File: src/design/mcore_defs.svh
/* message field widths, shared memory depth and word index width */

`ifndef MCORE_DEFS_SVH
`define MCORE_DEFS_SVH

// ====================
// message fields

`define MCORE_OPAQUE_NBITS 8
`define MCORE_ADDR_NBITS 32
`define MCORE_DATA_NBITS 32

// ====================
// shared memory

`define MCORE_MEM_WORDS 64
// word index is address bits 7:2
`define MCORE_WORD_IDX_NBITS 6

`endif

File: src/design/mem_msg_pkg.sv
/* memory message types
   opcode enum, request and response structs */

`include "mcore_defs.svh"

package mem_msg_pkg;

	typedef enum logic {
		MEM_READ  = 1'b0,
		MEM_WRITE = 1'b1
	} mem_type_e;

	// 73 bits
	typedef struct packed {
		mem_type_e                      op;
		logic [`MCORE_OPAQUE_NBITS-1:0] opaque;
		logic [`MCORE_ADDR_NBITS-1:0]   addr;
		logic [`MCORE_DATA_NBITS-1:0]   data;
	} mem_req_t;

	// 41 bits, opcode and opaque echo the request
	typedef struct packed {
		mem_type_e                      op;
		logic [`MCORE_OPAQUE_NBITS-1:0] opaque;
		logic [`MCORE_DATA_NBITS-1:0]   data;
	} mem_resp_t;

endpackage

File: src/design/sec_pkg.sv
/* security domain enum and domain-tagged memory messages */

package sec_pkg;

	import mem_msg_pkg::*;

	typedef enum logic {
		DOM_LOW  = 1'b0,
		DOM_HIGH = 1'b1
	} domain_e;

	typedef struct packed {
		mem_req_t req;
		domain_e  domain;
	} sec_req_t;

	// domain of the word that was read or written
	typedef struct packed {
		mem_resp_t resp;
		domain_e   domain;
	} sec_resp_t;

endpackage

File: src/design/mcore_mem_sys.sv
`timescale 1ns/1ps
/* shared memory system top
   network, domain-tagged memory, one response access control per port */

module mcore_mem_sys (
	input  logic                   clk,
	input  logic                   arst_n,
	input  logic                   mem_clear,

	input  mem_msg_pkg::mem_req_t  req0_msg,
	input  logic                   req0_val,
	output logic                   req0_rdy,

	input  mem_msg_pkg::mem_req_t  req1_msg,
	input  logic                   req1_val,
	output logic                   req1_rdy,

	output mem_msg_pkg::mem_resp_t resp0_msg,
	output logic                   resp0_val,
	input  logic                   resp0_rdy,

	output mem_msg_pkg::mem_resp_t resp1_msg,
	output logic                   resp1_val,
	input  logic                   resp1_rdy
);
	import sec_pkg::*;

	sec_req_t  mem_req_msg;
	logic      mem_req_val;
	logic      mem_req_rdy;
	sec_resp_t mem_resp_msg;
	logic      mem_resp_val;
	logic      mem_resp_rdy;
	sec_resp_t net_resp0_msg;
	logic      net_resp0_val;
	logic      net_resp0_rdy;
	sec_resp_t net_resp1_msg;
	logic      net_resp1_val;
	logic      net_resp1_rdy;

	// every network port has a same-named wire or top port
	mem_net u_mem_net (.*);

	test_mem u_test_mem (
		.clk       (clk),
		.arst_n    (arst_n),
		.mem_clear (mem_clear),
		.req_msg   (mem_req_msg),
		.req_val   (mem_req_val),
		.req_rdy   (mem_req_rdy),
		.resp_msg  (mem_resp_msg),
		.resp_val  (mem_resp_val),
		.resp_rdy  (mem_resp_rdy)
	);

	// port 0 is the low domain, port 1 the high domain
	resp_acc #(.p_level(DOM_LOW)) resp_acc0 (
		.net_resp_msg  (net_resp0_msg),
		.net_resp_val  (net_resp0_val),
		.net_resp_rdy  (net_resp0_rdy),
		.proc_resp_msg (resp0_msg),
		.proc_resp_val (resp0_val),
		.proc_resp_rdy (resp0_rdy)
	);

	resp_acc #(.p_level(DOM_HIGH)) resp_acc1 (
		.net_resp_msg  (net_resp1_msg),
		.net_resp_val  (net_resp1_val),
		.net_resp_rdy  (net_resp1_rdy),
		.proc_resp_msg (resp1_msg),
		.proc_resp_val (resp1_val),
		.proc_resp_rdy (resp1_rdy)
	);

endmodule

File: src/design/mem_net.sv
`timescale 1ns/1ps
/* two-port memory network
   round-robin request grant, domain tagging, response steering */

module mem_net (
	input  logic                   clk,
	input  logic                   arst_n,

	input  mem_msg_pkg::mem_req_t  req0_msg,
	input  logic                   req0_val,
	output logic                   req0_rdy,

	input  mem_msg_pkg::mem_req_t  req1_msg,
	input  logic                   req1_val,
	output logic                   req1_rdy,

	output sec_pkg::sec_req_t      mem_req_msg,
	output logic                   mem_req_val,
	input  logic                   mem_req_rdy,

	input  sec_pkg::sec_resp_t     mem_resp_msg,
	input  logic                   mem_resp_val,
	output logic                   mem_resp_rdy,

	output sec_pkg::sec_resp_t     net_resp0_msg,
	output logic                   net_resp0_val,
	input  logic                   net_resp0_rdy,

	output sec_pkg::sec_resp_t     net_resp1_msg,
	output logic                   net_resp1_val,
	input  logic                   net_resp1_rdy
);
	import sec_pkg::*;

	typedef enum logic {
		ST_IDLE,
		ST_BUSY
	} state_e;

	state_e state;
	logic   last_grant;
	logic   src_port;
	logic   grant_sel;
	logic   idle;
	logic   req_go;
	logic   resp_go;

	// ====================
	// request side

	assign idle = (state == ST_IDLE);

	// on a tie the port that lost last time wins
	assign grant_sel = (req0_val && req1_val) ? ~last_grant : req1_val;

	always_comb begin
		mem_req_msg.req    = grant_sel ? req1_msg : req0_msg;
		mem_req_msg.domain = grant_sel ? DOM_HIGH : DOM_LOW;
	end

	assign mem_req_val = idle && (req0_val || req1_val);
	assign req0_rdy    = idle && req0_val && !grant_sel && mem_req_rdy;
	assign req1_rdy    = idle && req1_val && grant_sel && mem_req_rdy;
	assign req_go      = mem_req_val && mem_req_rdy;

	// ====================
	// response side

	assign net_resp0_msg = mem_resp_msg;
	assign net_resp1_msg = mem_resp_msg;
	assign net_resp0_val = !idle && mem_resp_val && !src_port;
	assign net_resp1_val = !idle && mem_resp_val && src_port;
	assign mem_resp_rdy  = !idle && (src_port ? net_resp1_rdy : net_resp0_rdy);
	assign resp_go       = mem_resp_val && mem_resp_rdy;

	always_ff @(posedge clk or negedge arst_n) begin
		if (!arst_n) begin
			state      <= ST_IDLE;
			last_grant <= 1'b1;
			src_port   <= 1'b0;
		end else if (idle && req_go) begin
			state      <= ST_BUSY;
			last_grant <= grant_sel;
			src_port   <= grant_sel;
		end else if (!idle && resp_go) begin
			state <= ST_IDLE;
		end
	end

endmodule

File: src/design/resp_acc.sv
`timescale 1ns/1ps
/* response access control for one client port
   zeroes data from a higher domain and strips the domain tag */

module resp_acc #(
	parameter sec_pkg::domain_e p_level = sec_pkg::DOM_LOW
) (
	input  sec_pkg::sec_resp_t     net_resp_msg,
	input  logic                   net_resp_val,
	output logic                   net_resp_rdy,

	output mem_msg_pkg::mem_resp_t proc_resp_msg,
	output logic                   proc_resp_val,
	input  logic                   proc_resp_rdy
);

	logic hide;

	// word belongs to a domain above this port
	assign hide = (net_resp_msg.domain > p_level);

	always_comb begin
		proc_resp_msg = net_resp_msg.resp;
		if (hide) begin
			proc_resp_msg.data = '0;
		end
	end

	// handshake passes straight through
	assign proc_resp_val = net_resp_val;
	assign net_resp_rdy  = proc_resp_rdy;

endmodule

File: src/design/test_mem.sv
`timescale 1ns/1ps
/* shared word memory with a domain tag per word
   one-entry response register, level clear */

`include "mcore_defs.svh"

module test_mem (
	input  logic               clk,
	input  logic               arst_n,
	input  logic               mem_clear,

	input  sec_pkg::sec_req_t  req_msg,
	input  logic               req_val,
	output logic               req_rdy,

	output sec_pkg::sec_resp_t resp_msg,
	output logic               resp_val,
	input  logic               resp_rdy
);
	import mem_msg_pkg::*;
	import sec_pkg::*;

	logic [`MCORE_DATA_NBITS-1:0]     data_mem [`MCORE_MEM_WORDS];
	domain_e                          tag_mem [`MCORE_MEM_WORDS];
	logic [`MCORE_WORD_IDX_NBITS-1:0] idx;
	logic                             is_write;
	logic                             accept;
	logic                             clear_en;

	assign idx      = req_msg.req.addr[`MCORE_WORD_IDX_NBITS+1:2];
	assign is_write = (req_msg.req.op == MEM_WRITE);

	// no new request while a response is held or a clear is asked for
	assign req_rdy  = !resp_val && !mem_clear;
	assign accept   = req_val && req_rdy;
	assign clear_en = mem_clear && !resp_val;

	// ====================
	// storage

	always_ff @(posedge clk) begin
		if (clear_en) begin
			for (int i = 0; i < `MCORE_MEM_WORDS; i++) begin
				data_mem[i] <= '0;
				tag_mem[i]  <= DOM_LOW;
			end
		end else if (accept && is_write) begin
			data_mem[idx] <= req_msg.req.data;
			tag_mem[idx]  <= req_msg.domain;
		end
	end

	// ====================
	// response register

	always_ff @(posedge clk) begin
		if (accept) begin
			resp_msg.resp.op     <= req_msg.req.op;
			resp_msg.resp.opaque <= req_msg.req.opaque;
			resp_msg.resp.data   <= is_write ? '0 : data_mem[idx];
			resp_msg.domain      <= is_write ? req_msg.domain : tag_mem[idx];
		end
	end

	always_ff @(posedge clk or negedge arst_n) begin
		if (!arst_n) begin
			resp_val <= 1'b0;
		end else if (accept) begin
			resp_val <= 1'b1;
		end else if (resp_rdy) begin
			resp_val <= 1'b0;
		end
	end

endmodule

File: config.mk
export PLATFORM = sky130hd
export DESIGN_NAME = mcore_mem_sys
export DESIGN_NICKNAME = d
export VERILOG_FILES = /design/src/design/mem_msg_pkg.sv /design/src/design/sec_pkg.sv /design/src/design/mcore_mem_sys.sv /design/src/design/mem_net.sv /design/src/design/resp_acc.sv /design/src/design/test_mem.sv
export VERILOG_INCLUDE_DIRS = /design/src /design/src/design
export SDC_FILE = /design/constraint.sdc
export NUM_CORES = 2
export LEC_CHECK = 0
export ABC_AREA = 1
export BUFFER_PORTS_ARGS = -buffer_cell sky130_fd_sc_hd__buf_2
export CORE_ASPECT_RATIO = 0.7
export CORE_MARGIN = 3
export CORE_UTILIZATION = 45
export DETAILED_ROUTE_END_ITERATION = 10
export PLACE_DENSITY_LB_ADDON = 0.05
export SLEW_MARGIN = 10
export SYNTH_ARGS = -nofsm -noshare
export SYNTH_HDL_FRONTEND = slang
export SYNTH_SLANG_ARGS = --single-unit
File: constraint.sdc
create_clock -name clk -period 3.86 [get_ports clk]
set_input_delay 0.386 -clock clk [delete_from_list [all_inputs] [get_ports clk]]
set_output_delay 0.386 -clock clk [all_outputs]
set_load 0.01 [all_outputs]
==> results.yml <==
outcome:
  status: "finished, final reports clean"
placed_design:
  portBuffers: 186
  gp_congestion: 0.893
  hpwl_um: 217000
pwr:
  swShare: 0.267
  p_leak_nw: 46.9
  powerDensity_nw_per_um2: 456
  peakVddDrop_mv: 0.401
  p_int_mw: 38.2
  p_sw_mw: 13.9
  p_clk_frac: 0.391
  pwr-share-comb: 0.122
  seqPwrFrac: 0.487
sta:
  setup_viol: 0
  period_share: 0.936
  whs_ns: 0.117
  tns_ns: 0
  relSlewSlack: 0.157
  drv_slew: 0
  hold_viol_final: 0
  final.min_clock_period_ns: 3.61
  rsz0062_at_grt: "no"
  fmax_mhz: 277
  skew_ns: 0.0562
  worst_pin_slew_ns: 1.24
logic_synthesis:
  ys.flop_type: "edfxtp_1"
  yosysMostFrequentCell: "nand2_1"
  syn_avg_cell_area_um2: 8.75
  ys_ff_latch: 2158
  netlist_top_cells_count: "nand2_1, nor2_1, edfxtp_1, clkbuf_1, buf_2"
  synthTopCellsByArea: "edfxtp_1, nand2_1, nor2_1"
  synth_edf_count: 2154
  ys_warn_count: 0
  synth.largest_area_cell: "edfxtp_1"
  syn_inst: 11500
  ys_types: 26
  syn_nets: 11700
  seq_area_frac_synth: 0.643
  netlist.area_leader.share: 0.642
  async_flop_share: 0.00185
  syn-cell-area_um2: 101000
route:
  drt-total-wl_um: 360000
  top_layer_used: "met5"
  met3WireLength_um: 38500
  wl_met2_um: 152000
  drt_first_pass_iters: 6
  drt-vias-per-instance: 5.38
  ant_nets: 0
  wl_met1_um: 158000
  vias: 78700
  drt_iter0_markers: 10200
  drc: 0
  post_drt_wl_per_cell_um: 24.6
setup_path:
  worst_ep_arrival_time_ns: 3.23
  crit_end: "req1_rdy"
  timing.rr.start: "u_mem_net.last_grant"
  required_ns: 3.47
  rr_endpoint: "u_test_mem.data_mem[54][5]"
  worstRegToRegCells: 11
  setup.worst_path.start: "u_mem_net.last_grant"
  end_kind: "output port"
  rrSetupSlack_ns: 0.36
  worstPathMaxFanout: 40
  cp-start-kind: "register"
  critPathKind: "register to output port"
grt:
  antenna_found_initial: 7
  grt_pass1_vias: 71700
  grt_max_degree: 82
  grt_use_total: 0.309
  grt_overflow: 0
  grt_pass1_wl_um: 517000
worst_hold_path:
  hp-class: "input port to register"
floorplan:
  die_h_um: 402
  ios: 239
  core_area_um2: 221000
  die_w_um: 572
  fp-row-count: 144
  dieArea_um2: 230000
  initial_core_util: 0.455
final_layout:
  fin_util: 0.515
  diodes: 0
  areaGrowthSynthToFinish_pct: 13.3
  nets: 11700
  n_fill_cell: 20600
  final_layout_size_suffix_gt1_frac: 0.0856
clock_network:
  clk_pin_slew_ns: 0.06
  numCtsBuffers: 223
  cts-resized-gates: 0
  clk_path_buf_depth: 4
  numClockSinks: 2158
  ctsRootBufferMaster: "clkbuf_16"
  cts_tree: "yes"
  htreeDepth: 4
  clk_latency_ns: 0.87
job:
  maxCapViolations: 0
-- placed cells by master (no fill, tap or decap), types with 32 or more instances in the layout --
cell type / n
a21oi_1: 32
buf_12: 127
buf_2: 186
buf_4: 323
clkbuf_1: 57
clkbuf_16: 227
clkinv_1: 66
clkinv_2: 32
edfxtp_1: 2154
inv_1: 109
mux2i_4: 32
nand2_1: 5981
nand2_2: 35
nand3_1: 41
nor2_1: 2221
-- how the worst min path moves through the flow --
stage	startpoint	endpoint	slack [ns]	cells after the start
after global routing	req1_msg[31]	u_test_mem.data_mem[46][31]	0.12	4
after floorplan	arst_n	u_mem_net.src_port	0.09	0
after detailed placement	arst_n	u_mem_net.src_port	0.20	1
final	mem_clear	u_mem_net.last_grant	0.12	5
after CTS	mem_clear	u_mem_net.last_grant	0.06	5
after global placement	arst_n	u_mem_net.src_port	0.19	1
-- what timing repair did --
action,CTS,global route
hold buffers,26,0
hold endpoints to repair,21,0
buffers inserted,0,0
-- layout make-up --
class | count | area, um^2 | area share
clock buffer | 284 | 5890 | 0.0517
clock inverter | 109 | 671 | 0.00588
inverter | 112 | 424 | 0.00372
multi-input combinational | 8388 | 32500 | 0.285
sequential | 2158 | 64800 | 0.568
tap | 2920 | 3650 | 0.0320
timing repair buffer | 662 | 6160 | 0.0540
-- stage by stage --
stage | power, mW | std cells | worst slack [ns] | instance area (um^2)
after floorplan | 29.2 | 11500 | 0.0121 | 101000
after global routing | 53.8 | 14600 | 0.0489 | 114000
after CTS | 52.3 | 14600 | 0.156 | 114000
final | 52.1 | 14600 | 0.248 | 114000
after global placement | 32.1 | 14200 | 0.343 | 107000
after detailed placement | 32.1 | 14200 | 0.307 | 107000
-- critical path, cell delays in order, from the launching register on --
cell and delay, ns:
dfstp_2 0.53, nand2_2 0.15, nand2_8 0.14, buf_4 0.57
buf_4 0.65, nor2_1 0.13, buf_2 0.18
-- cells by family (layout without fill, tap and decap cells) --
| family | after synthesis | after routing | synth area share |
|---|---|---|---|
| AO/OA/AOI/OAI | 48 | 48 | 0.00247 |
| buffers and inverters | 968 | 1167 | 0.0394 |
| flip-flops | 2158 | 2158 | 0.643 |
| multiplexers | 32 | 32 | 0.00318 |
| AND/OR/NAND/NOR | 8308 | 8308 | 0.312 |
-- layer usage --
| metal | vias up | global-route usage |
|---|---|---|
| met2 | 3780 | 0.442 |
| met1 | 38100 | 0.473 |
| met5 | - | 0 |
| met4 | 2 | 0.0892 |
| li1 | 36300 | - |
| met3 | 500 | 0.0629 |
-- power by group through the flow --
stage	Clock (mW)	Combinational (mW)	Sequential, mW
5_1_grt	21.5	6.89	25.4
3_5_place_dp	0	6.23	25.9
6_report	20.3	6.35	25.4
4_1_cts	20.6	6.27	25.4
3_3_place_gp	0	6.22	25.9
2_1_floorplan	0	3.35	25.9
-- state kept, by name, indices dropped and copies added (netlist names) --
signal                flops
u_test_mem.resp_msg      42
u_mem_net.last_grant      1
u_test_mem.data_mem    2048
u_mem_net.state           1
u_test_mem.tag_mem       64
u_test_mem.resp_val       1
u_mem_net.src_port        1
No activity file was read; power rests on OpenSTA's default activity.
